`config.mk`:
```
export PLATFORM = sky130hd
export DESIGN_NAME = byte_fifo
export DESIGN_NICKNAME = d
export VERILOG_FILES = /design/src/verilog/mem_bridge_pkg.sv /design/src/verilog/byte_fifo.sv
export SDC_FILE = /design/constraint.sdc
export NUM_CORES = 1
export LEC_CHECK = 0
export ABC_CLOCK_PERIOD_IN_PS = 4700
export BUFFER_PORTS_ARGS = -buffer_cell sky130_fd_sc_hd__buf_2
export CORE_ASPECT_RATIO = 0.7
export CORE_MARGIN = 5
export CORE_UTILIZATION = 44
export CTS_BUF_LIST = sky130_fd_sc_hd__clkbuf_8
export DETAILED_ROUTE_END_ITERATION = 10
export PLACE_DENSITY = 0.69
export SLEW_MARGIN = 20
export SYNTH_ARGS = -nofsm -noshare
export SYNTH_HDL_FRONTEND = slang
export SYNTH_SLANG_ARGS = --single-unit
```
`constraint.sdc`:
```
create_clock -name i_clk -period 4.7 [get_ports i_clk]
set_clock_uncertainty 0.1 [all_clocks]
set_input_delay 0.705 -clock i_clk [delete_from_list [all_inputs] [get_ports i_clk]]
set_output_delay 0.705 -clock i_clk [all_outputs]
set_load 0.01 [all_outputs]
```
`src/verilog/mem_bridge_pkg.sv`:
```
`default_nettype none

package mem_bridge_pkg;

    // One byte of the host stream or of the bridge memory
    typedef logic [7:0] byte_t;

    // Width of the address and size fields in a command header
    localparam int FIELD_W = 32;

    // Opcode byte, then address and size, each LSB first
    localparam int HEADER_BYTES = 1 + (FIELD_W / 8) * 2;

    // Memory commands understood by the bridge
    typedef enum logic [7:0]
    {
        cmd_op_read  = 8'd1,
        cmd_op_write = 8'd2
    } cmd_op_t;

    // Decoded command header, 72 bits
    typedef struct packed
    {
        cmd_op_t              op;
        logic [FIELD_W-1:0]   addr;
        logic [FIELD_W-1:0]   size;
    } cmd_t;

endpackage

`default_nettype wire
```
`src/verilog/byte_fifo.sv`:
```
`timescale 1ns/10ps
`default_nettype none

module byte_fifo
#(
    parameter int FIFO_DEPTH = 16
)
(
    input  logic                  i_clk,
    input  logic                  i_rst_n,

    input  logic                  i_wr,
    input  mem_bridge_pkg::byte_t i_wr_data,

    input  logic                  i_rd,
    output mem_bridge_pkg::byte_t o_data,

    output logic                  o_full,
    output logic                  o_empty
);

    import mem_bridge_pkg::*;

    localparam int PTR_W = $clog2(FIFO_DEPTH);
    localparam int CNT_W = $clog2(FIFO_DEPTH + 1);

    localparam logic [PTR_W-1:0] LAST_PTR   = PTR_W'(FIFO_DEPTH - 1);
    localparam logic [CNT_W-1:0] FULL_COUNT = CNT_W'(FIFO_DEPTH);

    byte_t            r_buf [FIFO_DEPTH];
    logic [PTR_W-1:0] r_wr_ptr;
    logic [PTR_W-1:0] r_rd_ptr;
    logic [CNT_W-1:0] r_count;

    logic w_do_wr;
    logic w_do_rd;

    // Writes to a full FIFO and reads from an empty one are ignored
    assign w_do_wr = i_wr && !o_full;
    assign w_do_rd = i_rd && !o_empty;

    assign o_full  = (r_count == FULL_COUNT);
    assign o_empty = (r_count == '0);

    // Head of the queue, first word fall through
    assign o_data = r_buf[r_rd_ptr];

    always_ff @(posedge i_clk)
    begin
        if (w_do_wr)
            r_buf[r_wr_ptr] <= i_wr_data;
    end

    always_ff @(posedge i_clk)
    begin
        if (!i_rst_n)
        begin
            r_wr_ptr <= '0;
            r_rd_ptr <= '0;
            r_count  <= '0;
        end
        else
        begin
            if (w_do_wr)
                r_wr_ptr <= (r_wr_ptr == LAST_PTR) ? '0 : r_wr_ptr + 1'b1;

            if (w_do_rd)
                r_rd_ptr <= (r_rd_ptr == LAST_PTR) ? '0 : r_rd_ptr + 1'b1;

            if (w_do_wr && !w_do_rd)
                r_count <= r_count + 1'b1;
            else if (w_do_rd && !w_do_wr)
                r_count <= r_count - 1'b1;
        end
    end

endmodule

`default_nettype wire

```
After elaboration in Yosys (flattened, before gate mapping)
Memory sizes are Yosys's and may differ from the RTL's. A register that Yosys moved wholly into a read port is not among the register bits.
Cells that the tools add are included.
W data, S select, Z words.

storage, ports and cells
  bits in registers = 13
  RAM bits = 128
  input bits = 12
  output and inout bits = 10
  word-level logic and storage cells = 29
  memories = 1

cells by class
  add/subtract/negate cells = 4
  equal/unequal tests = 3
  mux-type cells = 8
  reductions and logical operators = 10

memories
  name   depth  bits a word  rd ports  clocked after Yosys merged registers in  write ports  RTL line         RTL
  r_buf  16     8            1         1                                        1            byte_fifo.sv:30  byte_t r_buf [FIFO_DEPTH];

operators with widths
  kind                   number
  $mux W4                4
  $mux W5                2
  $add A4 B1 Y4 const B  2
  $eq A4 B4 Y1 const B   2
  $add A5 B1 Y5 const B  1
  $eq A5 B5 Y1 const B   1
  $logic_not A5 Y1       1
  $sub A5 B1 Y5 const B  1
  $logic_and A1 B1 Y1    4
  $logic_not A1 Y1       4
  $mux W1                2
  $reduce_bool A2 Y1     1

Longest topological paths before layout
  depth in word-level cells = 7
  mapped depth = 11
  gate-level depth less buffers = 9

Worst setup path after synthesis
OpenSTA, ideal clock, no wires.

  path kind = flip-flop to flip-flop
  start point = register r_count[0]
  end point = register r_count[4]
  arrival time = 2.539 ns
  slack = 1.989 ns
  cell stages (with the launch flop) = 11
  period minus slack after synthesis = 2.711 ns
  path through = dfxtp_1 -> or4_1 -> buf_2 -> o21a_1 -> buf_6 -> ha_1 -> fa_1 -> nand3b_1 -> a21o_1 -> a21oi_1 -> mux2i_1

on the way
  longest elaborated chain between the ends = 6
  elaborated cells between the ends (all ways) = 15
  those cells by class = add/sub: 2; eq/ne: 1; mux: 2; reduce/logical: 10

ends and longest elaborated chain
  element                       RTL line         RTL
  from (decl)                   byte_fifo.sv:33  logic [CNT_W-1:0] r_count;
  from (signal assigned)        byte_fifo.sv:71  r_count <= r_count + 1'b1;
  from (signal assigned)        byte_fifo.sv:73  r_count <= r_count - 1'b1;
  $eq A5 B5 Y1 *                byte_fifo.sv:42  assign o_full = (r_count == FULL_COUNT);
  $logic_not A1 Y1 *            byte_fifo.sv:39  assign w_do_wr = i_wr && !o_full;
  $logic_and A1 B1 Y1 *         byte_fifo.sv:39
  via w_do_wr                   byte_fifo.sv:35  logic w_do_wr;
  $logic_not A1 Y1              byte_fifo.sv:72  else if (w_do_rd && !w_do_wr)
  $logic_and A1 B1 Y1           byte_fifo.sv:72
  $reduce_bool A2 Y1 (no line)  -

The timed path passes the listed nets; every way through them passes the cells marked *. The select of a mux whose other input is x is not followed.
A chain may end at the register's enable or synchronous reset.

==> results.sh <==
export IMPL_crit_type="register to output pin"
export IMPL_rr_startpoint="r_count[0]"
export IMPL_fp_dieW_um=147
export IMPL_postPlaceCellArea_mm2=0.00609
export IMPL_yosys_register_bits=145
export IMPL_worstHoldStart="r_count[3]"
export IMPL_grt_max_degree=24
export IMPL_dieArea_mm2=0.0156
export IMPL_grt_antenna_before_repair=0
export IMPL_leakage_nw=2.13
export IMPL_start_util_pct=44.5
export IMPL_drt_wl_total_um=10800
export IMPL_synth_net_count=339
export IMPL_place_congestion=0.749
export IMPL_ys_flop_type="edfxtp_1"
export IMPL_cp_data_required_time_ps=3890
export IMPL_async_flop_share_pct=0
export IMPL_postLayoutCellArea_mm2=0.00654
export IMPL_antenna_left=0
export IMPL_num_rows=35
export IMPL_period_share_pct=74.1
export IMPL_grt_usage_pct=14.8
export IMPL_cp_max_fo=23
export IMPL_grt_pass1_vias=2974
export IMPL_powerDensity_mw_per_mm2=493
export IMPL_ir_drop_uv=295
export IMPL_synth_edff_count=128
export IMPL_synth_area_mm2=0.00580
export IMPL_cts_buffers=17
export IMPL_post_cts_setup_buffer_count=0
export IMPL_first_pass_iters=5
export IMPL_drv_slew=0
export IMPL_grt_pass1_wl_um=17200
export IMPL_yosysSeqAreaShare_pct=72.1
export IMPL_tritoncts="done"
export IMPL_via_per_inst=5.53
export IMPL_ios=22
export IMPL_hold_buffers=0
export IMPL_hold_viol=0
export IMPL_hp_class="register to register"
export IMPL_reg2reg_to="r_count[4]"
export IMPL_cts_root_buf="clkbuf_8"
export IMPL_core_mm2=0.0131
export IMPL_cts_max_level=4
export IMPL_drive_above_1_share_pct=25.9
export IMPL_die_y_um=106
export IMPL_synthCells=316
export IMPL_gr_total_overflow=0
export IMPL_cts_clk_slew_worst_paths_ps=80
export IMPL_dr_first_iter_drc_count=247
export IMPL_drc=0
export IMPL_fmax_mhz=287
export IMPL_ys_types=37
export IMPL_status="finished, final reports clean"
export IMPL_setup_viol=0
export IMPL_fin_crit_ps=3480
export IMPL_setup_tns_ps=0
export IMPL_dpl_hpwl_um=7310
export IMPL_area_delta_synth_final_pct=12.7
export IMPL_cts_resized=0
export IMPL_nets=369
export IMPL_r2r_slack_ps=1630
export IMPL_critPathArrivalTime_ps=2680
export IMPL_cts_buffer_depth=2
export IMPL_hold_end="r_count[3]"
export IMPL_worst_pin_slew_ps=1020
export IMPL_rsz0062_at_grt="false"
export IMPL_ys_warnings_count=0
export IMPL_nFillCells=1063
export IMPL_drv_cap=0
export IMPL_cts_num_sinks=145
export IMPL_clock_latency_ps=430
export IMPL_route_detailed_wl_per_inst_um=20.7
export IMPL_slew_headroom_pct=31.6
export IMPL_end_kind="output pin"
export IMPL_rr_worst_depth=9
export IMPL_io_buffers=21
export IMPL_num_antenna_cells=0
export IMPL_start_kind="register"
export IMPL_syn_area_per_cell_um2=18.4
export IMPL_hold_depth=2
export IMPL_vias=2904
[cell families (layout without fill, tap and decap cells)]
group | after synthesis | after routing | share of synthesized area (%)
flops | 145 | 145 | 72.1
mux | 36 | 36 | 13.1
buf+inv | 22 | 65 | 1.64
simple gates | 62 | 62 | 4.98
xor+xnor | 5 | 5 | 0.754
fa+ha+maj | 11 | 11 | 2.50
compound gates | 35 | 35 | 4.94
[synthesized netlist by cell type (5+ instances only)]
master	count	area, um2
nor2_1	15	56.3
edfxtp_1	128	3840
nand2_1	21	78.8
inv_1	6	22.5
nor2b_1	5	31.3
nor3_1	5	25.0
ha_1	10	125
and2_1	6	37.5
dfxtp_1	17	340
a22oi_1	16	120
clkbuf_1	9	33.8
mux4_2	32	721
[metrics by stage]
step | utilization, % | power [mW] | instances | setup slack, ps | hold WS, ps
CTS | 50.1 | 3.25 | 525 | 1100 | 420
finish | 50.1 | 3.22 | 525 | 1220 | 425
detailed placement | 46.7 | 2.16 | 493 | 1610 | 407
global placement | 46.7 | 2.14 | 493 | 1640 | 398
floorplan | - | 2.00 | 316 | 1990 | 372
global route | 50.1 | 3.37 | 525 | 965 | 440
[area by class of cell]
class / instances / area [um2] / area share, %
well taps: 166 / 208 / 3.18
flip-flops and latches: 145 / 4190 / 64.0
clock buffers: 17 / 234 / 3.58
multi-input cells: 149 / 1530 / 23.3
repair buffers: 27 / 150 / 2.30
inverters: 6 / 22.5 / 0.344
clock inverters: 15 / 215 / 3.29
[critical path, cell delays in order, from the launching register on]
cell	delay [ps]
dfxtp_2	890
buf_4	370
mux4_2	530
a22oi_1	220
nand2_1	80
buf_2	150
[state kept, by name, summed over array words and instances, names as in the netlist, named ones only]
name,count
r_wr_ptr,4
r_rd_ptr,4
r_count,5
r_buf,128
[where the power goes]
| group | switching [mW] | internal [mW] | total [mW] | leakage, nW |
|---|---|---|---|---|
| registers | 0.0907 | 1.46 | 1.55 | 1.30 |
| clock network | 0.466 | 0.628 | 1.09 | 0.218 |
| logic | 0.276 | 0.303 | 0.578 | 0.616 |
[how the worst max path moves through the flow]
stage | end | slack, ps
2_1_floorplan | r_count[4] | 1990
3_3_place_gp | o_data[5] | 1640
3_5_place_dp | o_data[5] | 1610
4_1_cts | o_data[5] | 1100
5_1_grt | o_data[4] | 960
6_report | o_data[5] | 1220
[metal layers]
| layer | up-vias | track usage (%) | wire length [um] | part of all wire [%] |
|---|---|---|---|---|
| met2 | 100 | 21.5 | 4730 | 44 |
| met5 | - | 0 | 0 | 0 |
| met1 | 1478 | 22.0 | 5240 | 48 |
| li1 | 1313 | - | - | - |
| met4 | 0 | 4.59 | 144 | 1.3 |
| met3 | 13 | 3.88 | 729 | 6.7 |
[placed cells by master (no fill, tap or decap), types with 5 or more instances in the layout]
cell	count
edfxtp_1	128
mux4_2	32
nand2_1	21
buf_2	21
clkbuf_8	17
a22oi_1	16
dfxtp_1	16
nor2_1	15
ha_1	10
inv_1	7
and2_1	6
buf_4	6
nor2b_1	5
nor3_1	5
bufinv_16	5
Note: power is estimated with default switching activity, not from simulation.
