<file path="config.mk">
export PLATFORM = sky130hd
export DESIGN_NAME = cmd_parser
export DESIGN_NICKNAME = d
export VERILOG_FILES = /design/src/verilog/mem_bridge_pkg.sv /design/src/verilog/cmd_parser.sv
export SDC_FILE = /design/constraint.sdc
export NUM_CORES = 1
export LEC_CHECK = 0
export ABC_AREA = 1
export BUFFER_PORTS_ARGS = -buffer_cell sky130_fd_sc_hd__clkbuf_2
export CORE_MARGIN = 4
export CORE_UTILIZATION = 56
export CTS_BUF_LIST = sky130_fd_sc_hd__clkbuf_4 sky130_fd_sc_hd__clkbuf_8 sky130_fd_sc_hd__clkbuf_16
export DETAILED_ROUTE_END_ITERATION = 10
export PLACE_DENSITY_LB_ADDON = 0.3
export SLEW_MARGIN = 30
export SYNTH_ARGS = -nofsm -noshare
export SYNTH_HDL_FRONTEND = slang
export SYNTH_SLANG_ARGS = --single-unit
</file>
<file path="constraint.sdc">
create_clock -name i_clk -period 4.1 [get_ports i_clk]
set_input_delay 0.615 -clock i_clk [delete_from_list [all_inputs] [get_ports i_clk]]
set_output_delay 0.615 -clock i_clk [all_outputs]
set_load 0.01 [all_outputs]
</file>
<file path="src/verilog/mem_bridge_pkg.sv">
`default_nettype none

package mem_bridge_pkg;

    // One byte of the host stream or of the bridge memory
    typedef logic [7:0] byte_t;

    // Width of the address and size fields in a command header
    localparam int FIELD_W = 32;

    // Opcode byte, then address and size, each LSB first
    localparam int HEADER_BYTES = 1 + (FIELD_W / 8) * 2;

    // Memory commands understood by the bridge
    typedef enum logic [7:0]
    {
        cmd_op_read  = 8'd1,
        cmd_op_write = 8'd2
    } cmd_op_t;

    // Decoded command header, 72 bits
    typedef struct packed
    {
        cmd_op_t              op;
        logic [FIELD_W-1:0]   addr;
        logic [FIELD_W-1:0]   size;
    } cmd_t;

endpackage

`default_nettype wire
</file>
<file path="src/verilog/cmd_parser.sv">
`timescale 1ns/10ps
`default_nettype none

module cmd_parser
(
    input  logic                  i_clk,
    input  logic                  i_rst_n,

    input  logic                  i_fifo_empty,
    input  mem_bridge_pkg::byte_t i_fifo_data,
    output logic                  o_fifo_rd,

    input  logic                  i_busy,

    output logic                  o_cmd_valid,
    output mem_bridge_pkg::cmd_t  o_cmd,

    output logic                  o_wr_valid,
    output mem_bridge_pkg::byte_t o_wr_byte
);

    import mem_bridge_pkg::*;

    localparam int CNT_W = $clog2(HEADER_BYTES);
    localparam logic [CNT_W-1:0] LAST_BYTE = CNT_W'(HEADER_BYTES - 1);

    typedef enum logic
    {
        st_header,
        st_payload
    } parser_state_t;

    parser_state_t      r_state;
    logic [CNT_W-1:0]   r_byte_cnt;
    logic [FIELD_W-1:0] r_remaining;

    logic               w_hdr_pop_ok;
    logic               w_pop;
    logic [FIELD_W-1:0] w_next_size;

    // Header bytes wait until the engine is idle and the last strobe is gone
    assign w_hdr_pop_ok = (r_state == st_header) && !i_busy && !o_cmd_valid;
    assign w_pop        = !i_fifo_empty && (w_hdr_pop_ok || (r_state == st_payload));
    assign o_fifo_rd    = w_pop;

    // Size as it will be once the byte at the head is shifted in
    assign w_next_size = {i_fifo_data, o_cmd.size[FIELD_W-1:8]};

    always_ff @(posedge i_clk)
    begin
        if (w_pop && (r_state == st_header))
        begin
            if (r_byte_cnt == '0)
                o_cmd.op <= cmd_op_t'(i_fifo_data);
            else if (r_byte_cnt <= CNT_W'(FIELD_W / 8))
                o_cmd.addr <= {i_fifo_data, o_cmd.addr[FIELD_W-1:8]};
            else
                o_cmd.size <= w_next_size;
        end

        if (w_pop && (r_state == st_payload))
            o_wr_byte <= i_fifo_data;
    end

    always_ff @(posedge i_clk)
    begin
        if (!i_rst_n)
        begin
            r_state     <= st_header;
            r_byte_cnt  <= '0;
            r_remaining <= '0;
            o_cmd_valid <= 1'b0;
            o_wr_valid  <= 1'b0;
        end
        else
        begin
            o_cmd_valid <= 1'b0;
            o_wr_valid  <= 1'b0;

            if (w_pop && (r_state == st_header))
            begin
                if (r_byte_cnt == LAST_BYTE)
                begin
                    r_byte_cnt <= '0;

                    // Unknown opcodes are swallowed without a strobe
                    if (o_cmd.op == cmd_op_write)
                    begin
                        o_cmd_valid <= 1'b1;
                        r_state     <= st_payload;
                        r_remaining <= (w_next_size == '0) ? FIELD_W'(1) : w_next_size;
                    end
                    else if (o_cmd.op == cmd_op_read)
                        o_cmd_valid <= 1'b1;
                end
                else
                    r_byte_cnt <= r_byte_cnt + 1'b1;
            end
            else if (w_pop && (r_state == st_payload))
            begin
                o_wr_valid  <= 1'b1;
                r_remaining <= r_remaining - 1'b1;
                if (r_remaining == FIELD_W'(1))
                    r_state <= st_header;
            end
        end
    end

endmodule

`default_nettype wire

</file>
Word-level counts from Yosys, hierarchy flattened
Cells that the tools add are included.

cells by class
  add/subtract/negate cells = 2
  $lt $le $gt $ge = 1
  equal/unequal tests = 6
  mux-type cells = 14
  bitwise gates (word level) = 4
  reductions and logical operators = 20

operators by type and width
  operator               number
  $mux 32                5
  $eq 32x1->1 const B    1
  $logic_not 32->1       1
  $sub 32x1->32 const B  1
  $reduce_and 3->1       4
  $eq 8x1->1 const B     1
  $eq 8x2->1 const B     1
  $mux 1                 8
  $logic_and 1x1->1      5
  $add 4x1->4 const B    1
  $eq 4x4->1 const B     1
  $le 4x3->1 const B     1
  $logic_not 4->1        1
  $mux 4                 1
  $ne 2x1->1 const B     2
  $not 1->1              4
  $reduce_and 4->1       1
  $reduce_bool 2->1      2
  $logic_not 1->1        3
  $reduce_and 2->1       1
  $reduce_or 2->1        1
  $logic_or 1x1->1       1

word-level totals
  register bits = 119
  input bits = 12
  output and inout port bits = 83

Logic depth before layout (Yosys ltp)
Gate-level depths: netlist of run 1.

  word-level depth = 8
  depth in mapped cells = 11

Least setup slack after synthesis of run 1
OpenSTA, ideal clock, no wires.

  kind = input-to-reg
  start point = in i_busy
  end point = reg o_cmd[32] (netlist name), enable pin
  library setup time = 0.441 ns
  arrival time = 2.988 ns
  path slack = 0.671 ns
  stages = 7
  cells stage by stage = nor2_1 > nand2_1 > nor2_2 > buf_2 > buf_4 > nand2_1 > a31oi_1

on the way
  longest elaborated chain between the ends = 7

ends and longest elaborated chain
  item                               RTL line          text
  from (decl)                        cmd_parser.sv:13  input logic i_busy,
  $logic_not 1->1                    cmd_parser.sv:42  assign w_hdr_pop_ok = (r_state == st_header) && !i_busy && !o_cmd_valid;
  $logic_and 1x1->1 (2 in a row)     cmd_parser.sv:42
  $logic_or 1x1->1                   cmd_parser.sv:43  assign w_pop = !i_fifo_empty && (w_hdr_pop_ok || (r_state == st_payload));
  $logic_and 1x1->1                  cmd_parser.sv:43
  $logic_and 1x1->1                  cmd_parser.sv:51  if (w_pop && (r_state == st_header))
  $reduce_and 3->1 (no source line)  n/a
  to (decl)                          cmd_parser.sv:16  output mem_bridge_pkg::cmd_t o_cmd,

Every way passes these cells.
A chain may end at the register's enable or synchronous reset.

Worst setup path after layout of run 1
  start point = reg r_state
  end point = out o_fifo_rd

on the way
  longest elaborated chain between the ends = 5

ends and longest elaborated chain
  item                            RTL line           text
  from (decl)                     cmd_parser.sv:33   parser_state_t r_state;
  from (signal assigned)          cmd_parser.sv:69   r_state <= st_header;
  from (signal assigned)          cmd_parser.sv:90   r_state <= st_payload;
  from (signal assigned)          cmd_parser.sv:104  r_state <= st_header;
  $not 1->1                       cmd_parser.sv:42
  $logic_and 1x1->1 (2 in a row)  cmd_parser.sv:42
  $logic_or 1x1->1 (*)            cmd_parser.sv:43
  $logic_and 1x1->1 (*)           cmd_parser.sv:43
  to (decl)                       cmd_parser.sv:11   output logic o_fifo_rd,

Every way passes the cells marked *; elsewhere a longest branch is shown, timed or not.

==> impl_metrics.sql, run 1 <==
INSERT INTO impl_metrics (metric_group, metric, value, unit) VALUES
('run_status', 'run_status', 'completed', ''),
('setup_path', 'slowest_cell_on_crit_path', 'nor2_1', ''),
('cts', 'max-clock-path-buffers', '2', ''),
('power_and_ir_drop', 'worst_vdd_drop', '0.000333', 'V'),
('layout', 'num_antenna_cells', '0', ''),
('setup_path', 'timing.critical_path.cells', 'inv_1 -> nor2_1 -> inv_2 -> nand2_1 -> clkbuf_2', ''),
('synthesis', 'synth_xor_xnor_area_share', '0.00322', ''),
('synthesis', 'combinational_family_with_the_most_area_after_synthesis', 'simple AND/OR/NAND/NOR gates', ''),
('layout', 'proportion_of_layout_cells_with_a_drive_suffix_above_1', '0.229', ''),
('detailed_routing', 'route.detailed.vias_per_inst', '5.44', ''),
('synthesis', 'dominant_cells_by_area_after_synthesis', 'edfxtp_1 44%, dfxtp_1 14%, nand2_1 9.3%', ''),
('setup_path', 'critical_path.max_fanout', '9', ''),
('synthesis', 'ys_ff_latch', '119', ''),
('power_and_ir_drop', 'sw_frac_of_total', '0.209', ''),
('timing', 'worst_max_slew_pin_slew', '0.764', 'ns'),
('placement', 'buffer_ports.inserted', '94', ''),
('layout', 'cell_area_after_layout', '6640', 'um2'),
('floorplanning', 'floorplan.io_pins', '95', ''),
('synthesis', 'post_synth_most_frequent_cells', '135 x nand2_1, 122 x nor2_1, 80 x edfxtp_1', ''),
('setup_path', 'critPathLaunchType', 'flip-flop', ''),
('synthesis', 'syn-instance-count', '615', ''),
('setup_path', 'cp.required', '3.48', 'ns'),
('cts', 'ctsRootBufferMaster', 'clkbuf_8', ''),
('detailed_routing', 'num_vias', '4666', ''),
('detailed_routing', 'route.detailed.wl_per_inst', '17.1', 'um'),
('detailed_routing', 'route.met2.wl', '7.14', 'mm'),
('timing', 'max_freq', '0.378', 'GHz'),
('setup_path', 'worst_r2r_startpoint', 'r_state$_SDFFE_PN0P_', ''),
('floorplanning', 'die_width', '106', 'um'),
('power_and_ir_drop', 'p_switching', '611', 'uW'),
('synthesis', 'sequential_share_of_the_synthesized_area', '0.586', ''),
('setup_path', 'cp-endpoint', 'o_fifo_rd', ''),
('synthesis', 'cell_area_after_synthesis', '5430', 'um2'),
('cts', 'clock-sinks', '119', ''),
('detailed_routing', 'drt.antenna.violating_nets', '0', ''),
('timing', 'total_negative_setup_slacks', '0', 'ns'),
('detailed_routing', 'first_iter_violations', '339', ''),
('global_route', 'global_route.overflow_total', '0', ''),
('cts', 'tritoncts', 'yes', ''),
('synthesis', 'synth-simple-area-share', '0.248', ''),
('power_and_ir_drop', 'static-leakage-power', '0.00293', 'uW'),
('synthesis', 'synth.yosys.warnings', '0', ''),
('detailed_routing', 'detail_route.drc_violations', '0', ''),
('floorplanning', 'core-area', '9330', 'um2'),
('timing', 'hold_violations', '0', ''),
('cts', 'post_cts_resized', '0', ''),
('setup_path', 'regToRegEndpoint', 'r_remaining[29]$_SDFFE_PN0P_', ''),
('timing', 'timing.final.max_slew_violations', '0', ''),
('layout', 'fill_cells', '701', ''),
('job', 'drv_cap', '0', ''),
('setup_path', 'r2r_cells', '8', ''),
('synthesis', 'synth_top_cell_by_area', 'edfxtp_1', ''),
('global_route', 'first_pass_grt_wire_length', '23.6', 'mm'),
('synthesis', 'synth.net_count', '631', ''),
('placement', 'placed_area', '6010', 'um2'),
('synthesis', 'syn-mean-instance-area', '8.83', 'um2'),
('detailed_routing', 'top_signal_layer_used', 'met4', ''),
('cts', 'cts_hold_repair.buffers', '0', ''),
('setup_path', 'rrSetupSlack', '1.74', 'ns'),
('synthesis', 'synth-edff-count', '80', ''),
('synthesis', 'synth_compound_area_frac', '0.0854', ''),
('global_route', 'first_global_vias', '4652', ''),
('detailed_routing', 'wl_met3', '1.10', 'mm'),
('synthesis', 'ys_dominant_reg_cell', 'edfxtp_1', ''),
('power_and_ir_drop', 'cellPowerDensity', '440', 'nW/um2'),
('synthesis', 'synthDominantCellAreaShare', '0.442', ''),
('cts', 'tritoncts.num_buffers', '17', ''),
('floorplanning', 'dieArea', '11300', 'um2'),
('timing', 'setup-violations-final', '0', ''),
('detailed_routing', 'firstDrtPassIters', '6', ''),
('worst_hold_path', 'timing.hold.worst.start', 'i_fifo_data[7]', '');
## power by group through the flow
stage	Combinational, uW	Clock [uW]	Sequential, uW
final	92.2	1530	1300
after global routing	99.8	1600	1300
after CTS	90.6	1530	1300
after detailed placement	88.6	0	1320
after global placement	85.0	0	1320
after floorplan	41.0	0	1330
## flip-flops by register name, summed over array words and instances (netlist names)
register	cells
r_state	1
o_wr_byte	8
o_wr_valid	1
o_cmd	72
r_byte_cnt	4
o_cmd_valid	1
r_remaining	32
## stage by stage
step	worst slack (ns)	instances
3_5_place_dp	1.58	825
5_1_grt	1.35	858
3_3_place_gp	1.68	825
2_1_floorplan	0.671	615
6_report	1.45	858
4_1_cts	1.44	857
## worst min path at each step
stage | end | slack, ns | cells past startpoint
finish | o_cmd[63]$_DFFE_PP_ | 0.37 | 1
global route | o_cmd[63]$_DFFE_PP_ | 0.37 | 1
floorplan | r_byte_cnt[1]$_SDFFE_PN0N_ | 0.46 | 2
global placement | o_cmd[32]$_DFFE_PP_ | 0.43 | 0
detailed placement | o_cmd[32]$_DFFE_PP_ | 0.44 | 0
CTS | o_cmd[71]$_DFFE_PP_ | 0.36 | 1
## layout by cell type, fill, tap and decap left out, types with 3 or more instances in the layout
master and count:
a21oi_1 17, a21oi_2 13, a31oi_1 7, buf_4 4, bufinv_16 4, clkbuf_16 16
clkbuf_2 94, clkinvlp_4 4, dfxtp_1 39, edfxtp_1 80, ha_1 4, inv_1 65
inv_2 8, nand2_1 135, nand3_1 32, nand4_1 4, nor2_1 121, nor2_2 8
nor3_1 6, nor4_1 3, o21ai_0 33, o21ai_1 7
## cell families (layout without fill, tap and decap cells)
| family | after synthesis | in the layout |
|---|---|---|
| flops | 119 | 119 |
| buf+inv | 90 | 204 |
| compound gates | 80 | 80 |
| fa+ha+maj | 4 | 4 |
| xor+xnor | 2 | 2 |
| simple gates | 320 | 320 |
## critical path, delay by kind of cell, from the launching register on
family | cells | cell delay [ns]
buffers and inverters | 3 | 0.39
AND/OR/NAND/NOR | 2 | 0.69
flip-flops | 1 | 0.43
## area by class of cell
cell class	instances	area (um2)	area share
Multi-Input combinational cell	406	1890	0.285
Inverter	73	274	0.0413
Timing Repair Buffer	99	515	0.0777
Tap cell	129	161	0.0243
Sequential cell	119	3180	0.480
Clock buffer	19	429	0.0647
Clock inverter	13	180	0.0271
## routing by layer
metal / vias up / global-route usage
met5: - / 0
met4: 0 / 0.116
met3: 41 / 0.0589
met2: 241 / 0.438
met1: 2167 / 0.349
li1: 2217 / -
Note: power is estimated with default switching activity, not from simulation.
==> run 2, diff against run 1 <==
--- a/config.mk
+++ b/config.mk
@@ -8,7 +8,7 @@
 export ABC_AREA = 1
 export BUFFER_PORTS_ARGS = -buffer_cell sky130_fd_sc_hd__clkbuf_2
 export CORE_MARGIN = 4
-export CORE_UTILIZATION = 56
+export CORE_UTILIZATION = 50
 export CTS_BUF_LIST = sky130_fd_sc_hd__clkbuf_4 sky130_fd_sc_hd__clkbuf_8 sky130_fd_sc_hd__clkbuf_16
 export DETAILED_ROUTE_END_ITERATION = 10
 export PLACE_DENSITY_LB_ADDON = 0.3
==> constraint.sdc (replaced) <==
create_clock -name i_clk -period 2.36 [get_ports i_clk]
set_input_delay 0.354 -clock i_clk [delete_from_list [all_inputs] [get_ports i_clk]]
set_output_delay 0.354 -clock i_clk [all_outputs]
set_load 0.01 [all_outputs]
==> impl_metrics.sql, run 2 (synthesized netlist as in run 1, its figures left out) <==
INSERT INTO impl_metrics (metric_group, metric, value, unit) VALUES
('cts', 'post_cts_resized', '0', ''),
('layout', 'fill_cells', '858', ''),
('cts', 'max-clock-path-buffers', '2', ''),
('global_route', 'global_route.overflow_total', '0', ''),
('cts', 'clock-sinks', '119', ''),
('layout', 'final_common_cell', 'nand2_1', ''),
('layout', 'proportion_of_layout_cells_with_a_drive_suffix_above_1', '0.232', ''),
('timing', 'hold_violations', '0', ''),
('setup_path', 'worst_r2r_startpoint', 'r_byte_cnt[1]$_SDFFE_PN0N_', ''),
('layout', 'areaGrowthSynthToFinish', '22.3', '%'),
('cts', 'clkSlewWorstSetupHoldPaths', '0.06', 'ns'),
('timing', 'max_freq', '0.511', 'GHz'),
('power_and_ir_drop', 'p_int', '3900', 'uW'),
('detailed_routing', 'route.detailed.wl_per_inst', '17.1', 'um'),
('cts', 'cts_hold_repair.buffers', '0', ''),
('floorplanning', 'core-area', '10500', 'um2'),
('timing', 'timing.final.crit_period', '1.96', 'ns'),
('detailed_routing', 'detail_route.drc_violations', '0', ''),
('detailed_routing', 'first_iter_violations', '471', ''),
('power_and_ir_drop', 'worst_vdd_drop', '0.000605', 'V'),
('setup_path', 'cp.required', '2.54', 'ns'),
('timing', 'setup-violations-final', '0', ''),
('detailed_routing', 'postRouteWirelength', '14.8', 'mm'),
('job', 'drv_cap', '0', ''),
('layout', 'finalNetCount', '735', ''),
('floorplanning', 'floorplan.io_pins', '95', ''),
('layout', 'num_antenna_cells', '0', ''),
('placement', 'gp_congestion', '0.957', ''),
('timing', 'hold-worst-slack', '0.0911', 'ns'),
('power_and_ir_drop', 'clock_power_share', '0.517', ''),
('floorplanning', 'die-height', '112', 'um'),
('global_route', 'grt_usage', '0.240', ''),
('setup_path', 'critical_path.max_fanout', '32', ''),
('timing', 'timing.final.max_slew_violations', '0', ''),
('setup_path', 'slowest_cell_delay_on_critical_path', '0.39', 'ns'),
('global_route', 'first_pass_grt_wire_length', '23.5', 'mm'),
('power_and_ir_drop', 'share_comb_of_total_power', '0.031', ''),
('detailed_routing', 'num_vias', '4728', ''),
('timing', 'slew_headroom', '0.640', ''),
('cts', 'tritoncts.num_buffers', '17', ''),
('layout', 'top_register', 'o_cmd', ''),
('run_status', 'run_status', 'completed', ''),
('setup_path', 'setup.worst_path.class', 'reg2reg', ''),
('timing', 'worst_max_slew_pin_slew', '0.539', 'ns'),
('cts', 'ctsHtreeMaxLevel', '4', ''),
('layout', 'layout_top_registers', 'o_cmd (72), r_remaining (32), o_wr_byte (8)', ''),
('layout', 'fin_cells', '868', ''),
('power_and_ir_drop', 'sw_frac_of_total', '0.219', ''),
('setup_path', 'slowest_cell_on_crit_path', 'buf_4', ''),
('worst_hold_path', 'timing.hold.worst.start', 'i_fifo_data[7]', ''),
('power_and_ir_drop', 'cellPowerDensity', '751', 'nW/um2'),
('placement', 'place_inst', '836', ''),
('timing', 'clock_skew', '0.0112', 'ns'),
('worst_hold_path', 'worst_min_path_class', 'in2reg', ''),
('global_route', 'grt_antenna_before_repair', '0', ''),
('layout', 'largest_register_ffs', '72', ''),
('setup_path', 'setup.worst_path.start', 'r_byte_cnt[1]$_SDFFE_PN0N_', ''),
('placement', 'buffer_ports.inserted', '94', ''),
('power_and_ir_drop', 'static-leakage-power', '0.00294', 'uW'),
('layout', 'layout.core_utilization', '0.635', ''),
('detailed_routing', 'route.detailed.vias_per_inst', '5.45', ''),
('detailed_routing', 'drt.antenna.violating_nets', '0', ''),
('placement', 'dpl_wire_length', '10.3', 'mm'),
('power_and_ir_drop', 'sequential_power_share', '0.452', ''),
('setup_path', 'path_common_cell', 'inv_1', ''),
('floorplanning', 'floorplan.initialDensity', '0.519', ''),
('floorplanning', 'die_width', '112', 'um'),
('setup_path', 'timing.critical_path.cells', 'inv_1 -> ha_1 -> inv_1 -> a21oi_1 -> nand2_1 -> a31oi_4 -> buf_4', ''),
('setup_path', 'timing.critical_path.to_type', 'flip-flop', ''),
('timing', 'total_negative_setup_slacks', '0', 'ns'),
('detailed_routing', 'firstDrtPassIters', '6', ''),
('global_route', 'first_global_vias', '4499', ''),
('cts', 'setup_fix_buffers_added_after_clock_tree_synthesis', '0', ''),
('cts', 'clock_insertion_delay_worst_skew', '0.53', 'ns'),
('layout', 'layout_common_cells', '135 x nand2_1, 121 x nor2_1, 94 x clkbuf_2, 80 x edfxtp_1, 66 x inv_1', ''),
('timing', 'timing.final.crit_share', '0.829', ''),
('floorplanning', 'row_count', '37', ''),
('setup_path', 'worst_ep_arrival_time', '2.13', 'ns'),
('cts', 'tritoncts', 'yes', ''),
('global_route', 'largest_net_degree_at_the_start_of_global_routing', '50', ''),
('floorplanning', 'dieArea', '12600', 'um2'),
('cts', 'ctsRootBufferMaster', 'clkbuf_8', ''),
('power_and_ir_drop', 'p_switching', '1090', 'uW'),
('setup_path', 'critPathLaunchType', 'flip-flop', ''),
('timing', 'grt_setup_unrepaired', 'false', '');
run 2: layout make-up:
cell class                      instances  area (um2)  area share
Sequential cell                       119        3180       0.479
Tap cell                              136         170      0.0256
Multi-Input combinational cell        406        1890       0.285
Timing Repair Buffer                  102         531      0.0798
Clock buffer                           17         414      0.0623
Inverter                               73         274      0.0412
Clock inverter                         15         178      0.0267
run 2: per-layer routing:
layer,track usage,part of all wire
met1,0.309,0.41
met2,0.392,0.49
met3,0.0604,0.075
met4,0.0897,0.025
met5,0,0
run 2: per-stage QoR:
stage	total power (uW)	setup slack, ns	area, um2
after global routing	5130	0.227	6640
after floorplan	2380	0.220	5450
after CTS	5010	0.409	6640
after detailed placement	2450	0.423	6050
final	4990	0.404	6640
after global placement	2450	0.512	6050
run 2: final timing paths:
kind | to | slack [ns] | cells after the start
max reg2reg | o_cmd[40]$_DFFE_PP_ | 0.40 | 7
min | o_wr_byte[7]$_DFFE_PP_ | 0.09 | 1
max | o_cmd[40]$_DFFE_PP_ | 0.40 | 7
min reg2reg | o_cmd[34]$_DFFE_PP_ | 0.45 | 0
run 2: power by group through the flow:
stage / Clock (uW) / Combinational, uW / Sequential (uW)
final: 2580 / 153 / 2260
after global routing: 2700 / 168 / 2260
after CTS: 2600 / 153 / 2260
after detailed placement: 0 / 152 / 2300
after global placement: 0 / 147 / 2300
after floorplan: 0 / 74.3 / 2310
run 2: worst max-delay path: cells and delay by family (launching register included):
| family | cells | cell delay (ns) |
|---|---|---|
| buf+inv | 3 | 0.54 |
| compound gates | 2 | 0.37 |
| flops | 1 | 0.33 |
| fa+ha+maj | 1 | 0.23 |
| simple gates | 1 | 0.13 |
==> run 3, diff against run 2 <==
--- a/config.mk
+++ b/config.mk
@@ -8,7 +8,7 @@
 export ABC_AREA = 1
 export BUFFER_PORTS_ARGS = -buffer_cell sky130_fd_sc_hd__clkbuf_2
 export CORE_MARGIN = 4
-export CORE_UTILIZATION = 50
+export CORE_UTILIZATION = 56
 export CTS_BUF_LIST = sky130_fd_sc_hd__clkbuf_4 sky130_fd_sc_hd__clkbuf_8 sky130_fd_sc_hd__clkbuf_16
 export DETAILED_ROUTE_END_ITERATION = 10
 export PLACE_DENSITY_LB_ADDON = 0.3
==> constraint.sdc (replaced) <==
create_clock -name i_clk -period 2 [get_ports i_clk]
set_input_delay 0.3 -clock i_clk [delete_from_list [all_inputs] [get_ports i_clk]]
set_output_delay 0.3 -clock i_clk [all_outputs]
set_load 0.01 [all_outputs]
==> impl_metrics.sql, run 3 (synthesized netlist as in run 1, its figures left out) <==
INSERT INTO impl_metrics (metric_group, metric, value, unit) VALUES
('floorplanning', 'dieArea', '11300', 'um2'),
('global_route', 'first_global_vias', '4570', ''),
('setup_path', 'cp.required', '2.22', 'ns'),
('placement', 'dpl_wire_length', '10.3', 'mm'),
('cts', 'clock_insertion_delay_worst_skew', '0.52', 'ns'),
('layout', 'proportion_of_layout_cells_with_a_drive_suffix_above_1', '0.238', ''),
('detailed_routing', 'route.detailed.wl_per_inst', '17.2', 'um'),
('layout', 'fill_cells', '672', ''),
('layout', 'layout_top_registers', 'o_cmd (72), r_remaining (32), o_wr_byte (8)', ''),
('timing', 'timing.final.crit_period', '1.92', 'ns'),
('power_and_ir_drop', 'p_int', '4350', 'uW'),
('timing', 'hold_violations', '0', ''),
('timing', 'max_freq', '0.521', 'GHz'),
('floorplanning', 'floorplan.io_pins', '95', ''),
('layout', 'multi_input_area', '1910', 'um2'),
('timing', 'setup-violations-final', '0', ''),
('layout', 'num_antenna_cells', '0', ''),
('layout', 'top_register', 'o_cmd', ''),
('power_and_ir_drop', 'share_comb_of_total_power', '0.034', ''),
('detailed_routing', 'route.detailed.vias_per_inst', '5.54', ''),
('detailed_routing', 'firstDrtPassIters', '5', ''),
('floorplanning', 'core-area', '9330', 'um2'),
('cts', 'tritoncts.num_buffers', '17', ''),
('detailed_routing', 'first_iter_violations', '461', ''),
('power_and_ir_drop', 'static-leakage-power', '0.00293', 'uW'),
('setup_path', 'critical_path.max_fanout', '32', ''),
('setup_path', 'worst_r2r_startpoint', 'r_byte_cnt[0]$_SDFFE_PN0N_', ''),
('setup_path', 'slowest_cell_delay_on_critical_path', '0.32', 'ns'),
('layout', 'largest_register_ffs', '72', ''),
('power_and_ir_drop', 'sequential_power_share', '0.474', ''),
('layout', 'layout_common_cells', '135 x nand2_1, 121 x nor2_1, 94 x clkbuf_2, 80 x edfxtp_1, 66 x inv_1', ''),
('floorplanning', 'die-height', '106', 'um'),
('layout', 'fin_cells', '863', ''),
('power_and_ir_drop', 'sw_frac_of_total', '0.227', ''),
('detailed_routing', 'num_vias', '4782', ''),
('layout', 'final_common_cell', 'nand2_1', ''),
('setup_path', 'worst_ep_arrival_time', '2.14', 'ns'),
('power_and_ir_drop', 'cellPowerDensity', '843', 'nW/um2'),
('job', 'drv_cap', '0', ''),
('cts', 'ctsRootBufferMaster', 'clkbuf_8', ''),
('detailed_routing', 'detail_route.drc_violations', '0', ''),
('setup_path', 'path_common_cell', 'inv_1', ''),
('setup_path', 'timing.critical_path.cells', 'inv_1 -> ha_1 -> inv_1 -> a21oi_2 -> nand2_1 -> a31oi_4 -> buf_12', ''),
('placement', 'gp_congestion', '0.923', ''),
('setup_path', 'slowest_cell_on_crit_path', 'dfxtp_1', ''),
('cts', 'clock-sinks', '119', ''),
('detailed_routing', 'postRouteWirelength', '14.8', 'mm'),
('cts', 'post_cts_resized', '0', ''),
('layout', 'finalNetCount', '738', ''),
('timing', 'timing.final.ws_setup', '0.0794', 'ns'),
('setup_path', 'timing.critical_path.to_type', 'flip-flop', ''),
('cts', 'cts_hold_repair.buffers', '0', ''),
('floorplanning', 'floorplan.initialDensity', '0.582', ''),
('placement', 'place_inst', '832', ''),
('cts', 'ctsHtreeMaxLevel', '4', ''),
('detailed_routing', 'drt.antenna.violating_nets', '0', ''),
('layout', 'final-seq-area', '3180', 'um2'),
('worst_hold_path', 'worst_min_path_class', 'in2reg', ''),
('power_and_ir_drop', 'worst_vdd_drop', '0.000943', 'V'),
('timing', 'worst_max_slew_pin_slew', '0.577', 'ns'),
('timing', 'slew_headroom', '0.615', ''),
('floorplanning', 'die_width', '106', 'um'),
('floorplanning', 'row_count', '35', ''),
('power_and_ir_drop', 'power.total', '5620', 'uW'),
('power_and_ir_drop', 'p_switching', '1280', 'uW'),
('setup_path', 'critPathLaunchType', 'flip-flop', ''),
('setup_path', 'cp_top_family', 'buffers and inverters', ''),
('setup_path', 'setup.worst_path.start', 'r_byte_cnt[0]$_SDFFE_PN0N_', ''),
('global_route', 'grt_antenna_before_repair', '0', ''),
('timing', 'timing.final.crit_share', '0.960', ''),
('layout', 'layout.core_utilization', '0.715', ''),
('placement', 'buffer_ports.inserted', '94', ''),
('timing', 'clock_skew', '0.00752', 'ns'),
('power_and_ir_drop', 'clock_power_share', '0.492', ''),
('global_route', 'largest_net_degree_at_the_start_of_global_routing', '36', ''),
('setup_path', 'setup.worst_path.class', 'reg2reg', ''),
('global_route', 'first_pass_grt_wire_length', '23.5', 'mm'),
('timing', 'timing.final.max_slew_violations', '0', ''),
('layout', 'areaGrowthSynthToFinish', '22.7', '%'),
('cts', 'max-clock-path-buffers', '2', ''),
('setup_path', 'worstPathBufferInverterCount', '3', ''),
('run_status', 'run_status', 'completed', ''),
('global_route', 'grt_usage', '0.270', ''),
('cts', 'clkSlewWorstSetupHoldPaths', '0.06', 'ns'),
('cts', 'tritoncts', 'yes', ''),
('worst_hold_path', 'timing.hold.worst.start', 'i_fifo_data[0]', ''),
('cts', 'setup_fix_buffers_added_after_clock_tree_synthesis', '0', ''),
('global_route', 'global_route.overflow_total', '0', ''),
('placement', 'detailedPlace.worstSlack', '0.0773', 'ns');
[run 3: per-layer routing]
layer,wire length [um],global-route usage,vias up
met4,333,0.0895,0
met2,7230,0.443,254
met5,0,0,-
li1,-,-,2232
met1,5970,0.348,2260
met3,1310,0.0741,36
[run 3: final timing paths]
check                      endpoint  slack (ns)  depth (start not counted)
max             o_cmd[52]$_DFFE_PP_        0.08                          7
min          o_wr_byte[0]$_DFFE_PP_        0.05                          1
max reg2reg     o_cmd[52]$_DFFE_PP_        0.08                          7
min reg2reg     o_cmd[44]$_DFFE_PP_        0.45                          0
[run 3: metrics by stage]
step / cell area [um2] / setup TNS, ns / hold WS [ns]
2_1_floorplan: 5460 / -3.02 / 0.399
3_3_place_gp: 6110 / 0 / 0.432
3_5_place_dp: 6110 / 0 / 0.437
4_1_cts: 6660 / 0 / 0.0399
5_1_grt: 6670 / -0.101 / 0.0420
6_report: 6670 / 0 / 0.0481
[run 3: area by class of cell]
type	instances	area share
sequential	119	0.477
multi-input combinational	406	0.286
timing repair buffer	105	0.0891
clock buffer	17	0.0621
inverter	73	0.0411
tap	129	0.0242
clock inverter	14	0.0197
[run 3: power groups by stage]
stage	clock network [uW]	logic, uW	registers [uW]
final	2760	194	2660
after global routing	2910	208	2670
after CTS	2770	192	2660
after detailed placement	0	190	2710
after global placement	0	182	2710
after floorplan	0	89.0	2730
